==> config.mk <==
export PLATFORM = sky130hd
export DESIGN_NAME = contra_video
export DESIGN_NICKNAME = d
export VERILOG_FILES = /design/src/video_pkg.sv /design/src/video_cen.sv /design/src/video_timer.sv /design/src/scroll_regs.sv /design/src/tile_layer.sv /design/src/layer_mixer.sv /design/src/contra_video.sv
export VERILOG_INCLUDE_DIRS = /design/src
export SDC_FILE = /design/constraint.sdc
export NUM_CORES = 1
export LEC_CHECK = 0
export ABC_AREA = 1
export ABC_CLOCK_PERIOD_IN_PS = 1900
export BUFFER_PORTS_ARGS = -buffer_cell sky130_fd_sc_hd__clkbuf_2
export CORE_MARGIN = 3
export CORE_UTILIZATION = 53
export DETAILED_ROUTE_END_ITERATION = 12
export PLACE_DENSITY = 0.85
export SLEW_MARGIN = 20
export SYNTH_ARGS = -nofsm -noshare
export SYNTH_HDL_FRONTEND = slang
export SYNTH_SLANG_ARGS = --single-unit
==> constraint.sdc <==
create_clock -name clk -period 1.9 [get_ports clk]
set_clock_uncertainty 0.05 [all_clocks]
set_input_delay 0.38 -clock clk [delete_from_list [all_inputs] [get_ports clk]]
set_output_delay 0.38 -clock clk [all_outputs]
set_load 0.02 [all_outputs]
==> src/video_macros.svh <==
`ifndef VIDEO_MACROS_SVH
`define VIDEO_MACROS_SVH

// Tile layer count
// The design supports 1 to 4 layers
`define NUM_LAYERS 2

// Width of a layer index
// Wide enough for the largest layer count
`define LAYER_BITS 2

// Horizontal geometry in pixels
// 6 MHz pixel clock, 384 pixels per line
`define H_TOTAL  384
`define H_ACTIVE 256
// Horizontal sync window, start inclusive and end exclusive
`define HS_START 288
`define HS_END   320

// Vertical geometry in lines
// 264 lines per frame, 224 of them visible
`define V_TOTAL  264
`define V_ACTIVE 224
// Vertical sync window, start inclusive and end exclusive
`define VS_START 232
`define VS_END   240

`endif

==> src/video_pkg.sv <==
`include "video_macros.svh"

package video_pkg;

    // Raster position plus the blanking and sync flags
    // All fields are registered together in the timer
    typedef struct packed {
        logic [8:0] h;
        logic [8:0] v;
        // High while h is inside the visible line
        logic       lhbl;
        // High while v is inside the visible frame
        logic       lvbl;
        logic       hs;
        logic       vs;
    } timing_t;

    // Scroll offsets of one layer
    // hscroll wraps at 512, vscroll at 256
    typedef struct packed {
        logic [8:0] hscroll;
        logic [7:0] vscroll;
    } scroll_t;

    // Register select opcode of a CPU write
    typedef enum logic [1:0] {
        REG_HSCROLL_LO = 2'd0,
        REG_HSCROLL_HI = 2'd1,
        REG_VSCROLL    = 2'd2
    } reg_sel_e;

    // One CPU write, valid while wr is high
    typedef struct packed {
        logic                   wr;
        logic [`LAYER_BITS-1:0] layer;
        reg_sel_e               sel;
        logic [7:0]             data;
    } cpu_wr_t;

    // Tile ROM address
    // Tile row and column, then the line and pixel inside the 8x8 tile
    typedef struct packed {
        logic [4:0] row;
        logic [5:0] col;
        logic [2:0] line;
        logic [2:0] px;
    } tile_addr_t;

    // Pixel of one layer
    // opaque is clear when the color index is zero
    typedef struct packed {
        logic [3:0] color;
        logic       opaque;
    } layer_pxl_t;

    // Mixed output pixel, tagged with the layer that won
    typedef struct packed {
        logic [`LAYER_BITS-1:0] layer;
        logic [3:0]             color;
    } pxl_t;

endpackage

==> src/video_cen.sv <==
`timescale 1ns/100ps

module video_cen (
    input  logic clk,
    input  logic arst_n,
    output logic pxl2_cen,
    output logic pxl_cen
);

    // Free-running divide-by-8 counter on the 48 MHz clock
    logic [2:0] cnt;

    always_ff @(posedge clk or negedge arst_n) begin
        if (!arst_n) begin
            cnt <= 3'd0;
        end else begin
            cnt <= cnt + 3'd1;
        end
    end

    // Enables are registered from the count before it wraps
    // pxl2_cen fires on counts 2 and 6, so once every 4 clk
    // pxl_cen fires on count 6 only, so it lands on every second pxl2_cen
    // First pxl_cen is the 8th clk after reset goes away
    always_ff @(posedge clk or negedge arst_n) begin
        if (!arst_n) begin
            pxl2_cen <= 1'b0;
            pxl_cen  <= 1'b0;
        end else begin
            // 12 MHz
            pxl2_cen <= (cnt[1:0] == 2'd2);
            // 6 MHz
            pxl_cen  <= (cnt == 3'd6);
        end
    end

endmodule

==> src/video_timer.sv <==
`timescale 1ns/100ps
`include "video_macros.svh"

module video_timer (
    input  logic               clk,
    input  logic               arst_n,
    input  logic               pxl_cen,
    output video_pkg::timing_t timing
);

    // Next raster position
    logic [8:0] h_nxt;
    logic [8:0] v_nxt;
    // Flags derived from the next position
    logic       lhbl_nxt;
    logic       lvbl_nxt;
    logic       hs_nxt;
    logic       vs_nxt;

    // Counter advance
    // v moves only when h wraps to the start of a line
    always_comb begin
        h_nxt = timing.h + 9'd1;
        v_nxt = timing.v;
        if (timing.h == 9'(`H_TOTAL - 1)) begin
            h_nxt = 9'd0;
            if (timing.v == 9'(`V_TOTAL - 1)) begin
                v_nxt = 9'd0;
            end else begin
                v_nxt = timing.v + 9'd1;
            end
        end
    end

    // Blanking is active low, the flags are high inside the visible area
    always_comb begin
        lhbl_nxt = (h_nxt < 9'(`H_ACTIVE));
        lvbl_nxt = (v_nxt < 9'(`V_ACTIVE));
        // Sync windows include the start and exclude the end
        hs_nxt   = (h_nxt >= 9'(`HS_START)) && (h_nxt < 9'(`HS_END));
        vs_nxt   = (v_nxt >= 9'(`VS_START)) && (v_nxt < 9'(`VS_END));
    end

    // Counters and flags move together so they always describe one pixel
    always_ff @(posedge clk or negedge arst_n) begin
        if (!arst_n) begin
            timing.h    <= 9'd0;
            timing.v    <= 9'd0;
            // Position 0,0 is visible
            timing.lhbl <= 1'b1;
            timing.lvbl <= 1'b1;
            timing.hs   <= 1'b0;
            timing.vs   <= 1'b0;
        end else if (pxl_cen) begin
            timing.h    <= h_nxt;
            timing.v    <= v_nxt;
            timing.lhbl <= lhbl_nxt;
            timing.lvbl <= lvbl_nxt;
            timing.hs   <= hs_nxt;
            timing.vs   <= vs_nxt;
        end
    end

endmodule

==> src/scroll_regs.sv <==
`timescale 1ns/100ps
`include "video_macros.svh"

module scroll_regs (
    input  logic                clk,
    input  logic                arst_n,
    input  video_pkg::cpu_wr_t  cpu,
    output video_pkg::scroll_t  scroll [`NUM_LAYERS]
);

    localparam int LW = `LAYER_BITS;

    // One register set per layer
    // A layer index with no matching set is simply not decoded
    always_ff @(posedge clk or negedge arst_n) begin
        if (!arst_n) begin
            for (int k = 0; k < `NUM_LAYERS; k++) begin
                scroll[k] <= '0;
            end
        end else begin
            for (int k = 0; k < `NUM_LAYERS; k++) begin
                if (cpu.wr && (cpu.layer == LW'(k))) begin
                    // Byte lane picked by the register select
                    case (cpu.sel)
                        video_pkg::REG_HSCROLL_LO: begin
                            scroll[k].hscroll[7:0] <= cpu.data;
                        end
                        video_pkg::REG_HSCROLL_HI: begin
                            // Only bit 8 exists above the low byte
                            scroll[k].hscroll[8] <= cpu.data[0];
                        end
                        video_pkg::REG_VSCROLL: begin
                            scroll[k].vscroll <= cpu.data;
                        end
                        default: begin
                            // Unused select code, nothing changes
                            scroll[k] <= scroll[k];
                        end
                    endcase
                end
            end
        end
    end

endmodule

==> src/tile_layer.sv <==
`timescale 1ns/100ps

module tile_layer (
    input  logic                   clk,
    input  logic                   arst_n,
    input  logic                   pxl_cen,
    input  video_pkg::timing_t     timing,
    input  video_pkg::scroll_t     scroll,
    output video_pkg::tile_addr_t  rom_addr,
    input  logic [3:0]             rom_data,
    output video_pkg::layer_pxl_t  lpxl
);

    // Scrolled position in the tile map
    logic [8:0] x;
    logic [7:0] y;

    // Horizontal map is 512 pixels wide, so the 9-bit sum wraps for free
    assign x = timing.h + scroll.hscroll;
    // Vertical map is 256 lines tall
    // Dropping bit 8 of v keeps the sum modulo 256
    assign y = timing.v[7:0] + scroll.vscroll;

    // Stage 1
    // Address goes out on a pxl_cen, the ROM has one pixel period to answer
    always_ff @(posedge clk or negedge arst_n) begin
        if (!arst_n) begin
            rom_addr <= '0;
        end else if (pxl_cen) begin
            // 8x8 tiles, upper bits select the tile and lower bits the texel
            rom_addr.row  <= y[7:3];
            rom_addr.line <= y[2:0];
            rom_addr.col  <= x[8:3];
            rom_addr.px   <= x[2:0];
        end
    end

    // Stage 2
    // ROM data is taken on the following pxl_cen
    // Color 0 is the transparent pen
    always_ff @(posedge clk or negedge arst_n) begin
        if (!arst_n) begin
            lpxl <= '0;
        end else if (pxl_cen) begin
            lpxl.color  <= rom_data;
            lpxl.opaque <= |rom_data;
        end
    end

endmodule

==> src/layer_mixer.sv <==
`timescale 1ns/100ps
`include "video_macros.svh"

module layer_mixer (
    input  logic                   clk,
    input  logic                   arst_n,
    input  logic                   pxl_cen,
    input  video_pkg::timing_t     timing,
    input  video_pkg::layer_pxl_t  lpxl [`NUM_LAYERS],
    output video_pkg::pxl_t        pxl,
    output logic                   LHBL_dly,
    output logic                   LVBL_dly
);

    localparam int LW = `LAYER_BITS;

    // Blanking pipeline, one stage per pxl_cen
    // Stage 2 holds the flags of the pixel now at the layer outputs
    logic [2:0]     lhbl_pipe;
    logic [2:0]     lvbl_pipe;
    // Priority result
    video_pkg::pxl_t win;
    logic            found;

    // Lowest index wins, so walk from the back layer to the front one
    always_comb begin
        win   = '0;
        found = 1'b0;
        for (int k = `NUM_LAYERS - 1; k >= 0; k--) begin
            if (lpxl[k].opaque) begin
                win.layer = LW'(k);
                win.color = lpxl[k].color;
                found     = 1'b1;
            end
        end
    end

    always_ff @(posedge clk or negedge arst_n) begin
        if (!arst_n) begin
            // Matches the timer, which starts inside the visible area
            lhbl_pipe <= 3'b111;
            lvbl_pipe <= 3'b111;
            pxl       <= '0;
        end else if (pxl_cen) begin
            lhbl_pipe <= {lhbl_pipe[1:0], timing.lhbl};
            lvbl_pipe <= {lvbl_pipe[1:0], timing.lvbl};
            // Gated with the flags that move into stage 3 on this same edge
            if (found && lhbl_pipe[1] && lvbl_pipe[1]) begin
                pxl <= win;
            end else begin
                pxl <= '0;
            end
        end
    end

    // Third stage lines up with pxl
    assign LHBL_dly = lhbl_pipe[2];
    assign LVBL_dly = lvbl_pipe[2];

endmodule

==> src/contra_video.sv <==
`timescale 1ns/100ps
`include "video_macros.svh"

module contra_video (
    input  logic                   clk,
    input  logic                   arst_n,
    input  video_pkg::cpu_wr_t     cpu,
    output video_pkg::tile_addr_t  rom_addr [`NUM_LAYERS],
    input  logic [3:0]             rom_data [`NUM_LAYERS],
    output logic                   pxl2_cen,
    output logic                   pxl_cen,
    output logic                   LHBL,
    output logic                   LVBL,
    output logic                   LHBL_dly,
    output logic                   LVBL_dly,
    output logic                   HS,
    output logic                   VS,
    output video_pkg::pxl_t        pxl
);

    video_pkg::timing_t    timing;
    video_pkg::scroll_t    scroll [`NUM_LAYERS];
    video_pkg::layer_pxl_t lpxl   [`NUM_LAYERS];

    // 48 MHz down to 12 and 6 MHz enables
    video_cen u_cen (
        .clk      (clk),
        .arst_n   (arst_n),
        .pxl2_cen (pxl2_cen),
        .pxl_cen  (pxl_cen)
    );

    video_timer u_timer (
        .clk     (clk),
        .arst_n  (arst_n),
        .pxl_cen (pxl_cen),
        .timing  (timing)
    );

    // Undelayed raster flags, straight from the timer
    assign LHBL = timing.lhbl;
    assign LVBL = timing.lvbl;
    assign HS   = timing.hs;
    assign VS   = timing.vs;

    scroll_regs u_scroll (
        .clk    (clk),
        .arst_n (arst_n),
        .cpu    (cpu),
        .scroll (scroll)
    );

    // One tile layer per ROM port
    for (genvar i = 0; i < `NUM_LAYERS; i++) begin : g_layer
        tile_layer u_layer (
            .clk      (clk),
            .arst_n   (arst_n),
            .pxl_cen  (pxl_cen),
            .timing   (timing),
            .scroll   (scroll[i]),
            .rom_addr (rom_addr[i]),
            .rom_data (rom_data[i]),
            .lpxl     (lpxl[i])
        );
    end

    layer_mixer u_mixer (
        .clk      (clk),
        .arst_n   (arst_n),
        .pxl_cen  (pxl_cen),
        .timing   (timing),
        .lpxl     (lpxl),
        .pxl      (pxl),
        .LHBL_dly (LHBL_dly),
        .LVBL_dly (LVBL_dly)
    );

endmodule

==> metrics.log <==
[metrics] Initial Util: 0.555
[metrics] shortest period the worst path allows: between 1.5 and 2 ns
[metrics] sequential area share after synthesis: 0.474
[metrics] sequential cell area: ~3000 µm²
[metrics] count of antenna diodes in the layout: 0
[metrics] number of nets produced by synthesis: around 800
[metrics] Synth top area share: 0.439
[metrics] delay of the slowest critical-path stage: 0.44 ns
[metrics] ratio of routed vias to standard cells: 5.50
[metrics] Ys Warns: 0
[metrics] count of cell types in the netlist: 39
[metrics] area of combinational cells with multiple inputs: approximately 2900 µm²
[metrics] final-report max-slew violation count: 0
[metrics] post-route ant nets: 0
[metrics] Cells after Synth: around 730
[metrics] wire length per cell: between 15 and 20 µm
[metrics] largest fanout of any net on the critical path: 7
[metrics] Synth Area in Compound Gates: 0.119
[metrics] die area: between 10,000 and 15,000 µm²
[metrics] flip-flop cell with the highest count after synthesis: sky130_fd_sc_hd__dfrtp_1
[metrics] first element of the critical path: u_timer.timing[15]
[metrics] weighted congestion reported at the end of routability-driven placement: 0.922
[metrics] Critical Path Source Type: register
[metrics] total wire length: about 16,000 µm
[metrics] total half-perimeter wirelength after legalization and detailed placement: approximately 11,000 µm
[metrics] I/O pins: 71
[metrics] cell repeated most along the worst path: sky130_fd_sc_hd__nor2_1
[metrics] number of rows in the core area: 38
[metrics] multiplexer area fraction after synthesis: 0
[metrics] total of flip-flops plus latches after synthesis: 116
[metrics] Global Route Usage Sum: 0.255
[metrics] clock tree from TritonCTS: done
[metrics] Syn-to-layout area delta: 21.6%
[metrics] slew at the pin with the worst max-slew slack: 0.525 ns
[metrics] Reg clk slew, reported paths: approximately 0.05 ns
[metrics] count of flip-flops with a built-in enable after synthesis: 0
[metrics] total clock sinks: around 120
[metrics] number of buffers inserted during clock tree synthesis: 17
[metrics] Longest Clk Path Bufs: 2
[metrics] path category of the worst min-delay check: in -> reg
[metrics] ordered cell list for the critical path: ha_1 -> a21oi_1 -> nor2_1 -> nor2_1 -> nand2_1 -> xnor2_1 -> o21ai_0
[metrics] count of port buffers added during placement: 69
[metrics] largest cells by area after synthesis: sky130_fd_sc_hd__dfrtp_1 (44%), sky130_fd_sc_hd__nand2_1 (13%), sky130_fd_sc_hd__ha_1 (7.1%), sky130_fd_sc_hd__o21ai_0 (6.6%), sky130_fd_sc_hd__inv_1 (4.8%)
[metrics] aggregate negative setup slack: 0 ns
[metrics] post-synthesis share of cell area spent on and, or, nand and nor gates: 0.224
[metrics] total number of vias: ~5,300
[metrics] Leak Pwr: about 4 nW
[metrics] wire length of the first global-routing pass: approximately 26,000 µm
[metrics] final setup violating endpoints: 0
[metrics] area of the mapped netlist: 6150 µm²
[metrics] async set or reset register ratio after synthesis: 1.00
[metrics] Relative slew margins: 0.649
[metrics] first-pass iteration count of the detailed router: 5
[metrics] share of cells above drive strength 1: 0.184
[metrics] MaxCap Viol Count: 0
[metrics] area inside the core boundary: approximately 11,000 µm²
[metrics] floorplan die height: around 110 µm
[metrics] overall die width: between 100 and 150 µm
[metrics] CP bufs+invs: 0
[metrics] Critical Path RT: between 2 and 2.5 ns
[metrics] initial antenna violation count: 0
[metrics] commonest non-fill, non-tap cell in the layout: sky130_fd_sc_hd__nand2_1
[metrics] Max Clock Freq: about 550 MHz
[metrics] adder-cell share of the synthesized area: 0.0842
[metrics] Hold Crit Start: rom_data[0]
[metrics] cell area after placement: just under 7000 µm²
[metrics] commonest cells after routing, fill and taps aside: sky130_fd_sc_hd__nand2_1 (218), sky130_fd_sc_hd__dfrtp_1 (106), sky130_fd_sc_hd__o21ai_0 (80), sky130_fd_sc_hd__inv_1 (75), sky130_fd_sc_hd__clkbuf_2 (68)
[metrics] Final Net Count: 880
[metrics] source of the worst register-to-register timing path: u_timer.timing[15]
[metrics] RSZ-0062 raised after global routing: yes
[metrics] global-route congestion overflow total: 0
[metrics] number of design rule violations left after detail routing: 0
[metrics] Slowest-stage cell, CP: sky130_fd_sc_hd__dfrtp_1
[metrics] post-synthesis area per instance: ~8.4 µm²
[metrics] critical path capture point type: register
[metrics] arrival time reported for the critical path endpoint: 2.09 ns
[metrics] type of the worst setup path: reg -> reg
[metrics] Worst IR Drop VDD: between 600 and 700 µV
[metrics] share of the cycle needed by the critical path after routing: 0.962
[metrics] Clock Root Buffer: sky130_fd_sc_hd__clkbuf_16
[metrics] via count of the first global-routing pass: 5,360
[metrics] number of fill cells: 835
[metrics] status: finished, final reports clean
[metrics] deepest level of the CTS H-tree: 4
[metrics] cell taking the most area after synthesis: sky130_fd_sc_hd__dfrtp_1
[metrics] maximum number of pins on one net before global-route repair: 60
[metrics] dominant delay contributor by cell family on the critical path: flip-flops
[metrics] post-route cell area: roughly 7500 µm²
[metrics] Iter 0 DRT Violations: slightly below 500
[metrics] Skew-Pair Late Insertion Delay: between 0.4 and 0.5 ns
[metrics] share of the synthesized netlist area taken by xor and xnor gates: 0.0340
[metrics] number of endpoints with negative hold slack in the final report: 0
[metrics] power per standard cell area: about 1100 nW/µm²
[metrics] combinational family with the most area after synthesis: simple AND/OR/NAND/NOR gates
flip-flops by register name, summed over array words and instances, names as in the netlist:
signal,count
u_mixer.lhbl_pipe,3
g_layer.u_layer.rom_addr,34
u_cen.cnt,3
u_mixer.lvbl_pipe,3
u_cen.pxl_cen,1
g_layer.u_layer.lpxl,10
u_scroll.scroll,34
u_cen.pxl2_cen,1
u_mixer.pxl,5
u_timer.timing,22
cell usage after synthesis (4+ instances only):
master                     number
sky130_fd_sc_hd__a21o_1         5
sky130_fd_sc_hd__nand3_1       35
sky130_fd_sc_hd__xor2_1        13
sky130_fd_sc_hd__a31oi_1       13
sky130_fd_sc_hd__dfstp_2        8
sky130_fd_sc_hd__fa_1           4
sky130_fd_sc_hd__inv_1         78
sky130_fd_sc_hd__ha_1          35
sky130_fd_sc_hd__dfrtp_1      108
sky130_fd_sc_hd__xnor2_1        9
sky130_fd_sc_hd__nand2_1      218
sky130_fd_sc_hd__o21bai_1       6
sky130_fd_sc_hd__buf_2          7
sky130_fd_sc_hd__clkbuf_1      13
sky130_fd_sc_hd__o221ai_1       4
sky130_fd_sc_hd__o21ai_0       81
sky130_fd_sc_hd__nand4_1       19
sky130_fd_sc_hd__a21oi_1       18
sky130_fd_sc_hd__nor2_1        30
logic make-up (layout without fill, tap and decap cells):
kind of cell    count (synthesis)  in the layout
simple gates                  321            321
flops                         116            116
xor+xnor                       23             23
other cells                     1              1
fa+ha+maj                      39             39
buf+inv                       101            199
compound gates                132            132
final cells by class:
cell class	instances	share of cell area
clock buffer	23	0.0639
clock inverter	9	0.0268
inverter	78	0.0392
multi-input combinational	516	0.384
sequential	116	0.390
tap	140	0.0234
timing repair buffer	89	0.0730
path summary, 6_finish.rpt:
| kind | cells past startpoint | slack, ns | end |
|---|---|---|---|
| min in group asynchronous | 2 | 0.35 | g_layer[1].u_layer.rom_addr[8] |
| min | 3 | 0.14 | g_layer[1].u_layer.lpxl[1] |
| max reg2reg | 7 | 0.07 | g_layer[0].u_layer.rom_addr[8] |
| max in group asynchronous | 3 | 0.82 | u_timer.timing[5] |
| min reg2reg | 1 | 0.41 | u_cen.cnt[0] |
| max | 7 | 0.07 | g_layer[0].u_layer.rom_addr[8] |
through the flow:
| step | utilization | instances | total power (W) | hold WS, ns | setup WS [ns] |
|---|---|---|---|---|---|
| final | 0.675 | 971 | 0.00815 | 0.141 | 0.0723 |
| after global routing | 0.675 | 971 | 0.00849 | 0.168 | -0.0311 |
| after CTS | 0.671 | 970 | 0.00815 | 0.134 | 0.0246 |
| after global placement | 0.608 | 936 | 0.00440 | 0.250 | 0.0726 |
| after floorplan | - | 733 | 0.00392 | 0.0344 | 0.146 |
| after detailed placement | 0.608 | 936 | 0.00444 | 0.250 | 0.0234 |
worst min-delay path: stages:
cell,delay (ns)
sky130_fd_sc_hd__clkbuf_2,0.09
sky130_fd_sc_hd__nand2_1,0.04
sky130_fd_sc_hd__o21ai_0,0.06
report_power, final:
| part | total [W] | internal (W) | switching [W] | leakage, nW |
|---|---|---|---|---|
| sequential | 0.00306 | 0.00282 | 0.000242 | 1.44 |
| clock | 0.00369 | 0.00256 | 0.00113 | 0.324 |
| combinational | 0.00139 | 0.000500 | 0.000894 | 2.22 |
| total | 0.00815 | 0.00588 | 0.00226 | 3.99 |
routing by layer:
metal	wire length [µm]	global-route usage	vias to the layer above	share of wire
met2	7430	0.417	216	0.48
met4	392	0.101	0	0.025
met1	6620	0.338	2513	0.43
li1	-	-	2572	-
met5	0	0	-	0
met3	1070	0.0440	41	0.069
what timing repair did:
action	CTS	global route
cloned	0	0
hold buffers	1	0
setup buffers	1	1
hold endpoints to repair	18	0
pin swaps	0	7
endpoints found under the setup margin	1	11
gates resized for setup	0	16
Note: power is estimated with default switching activity, not from simulation.
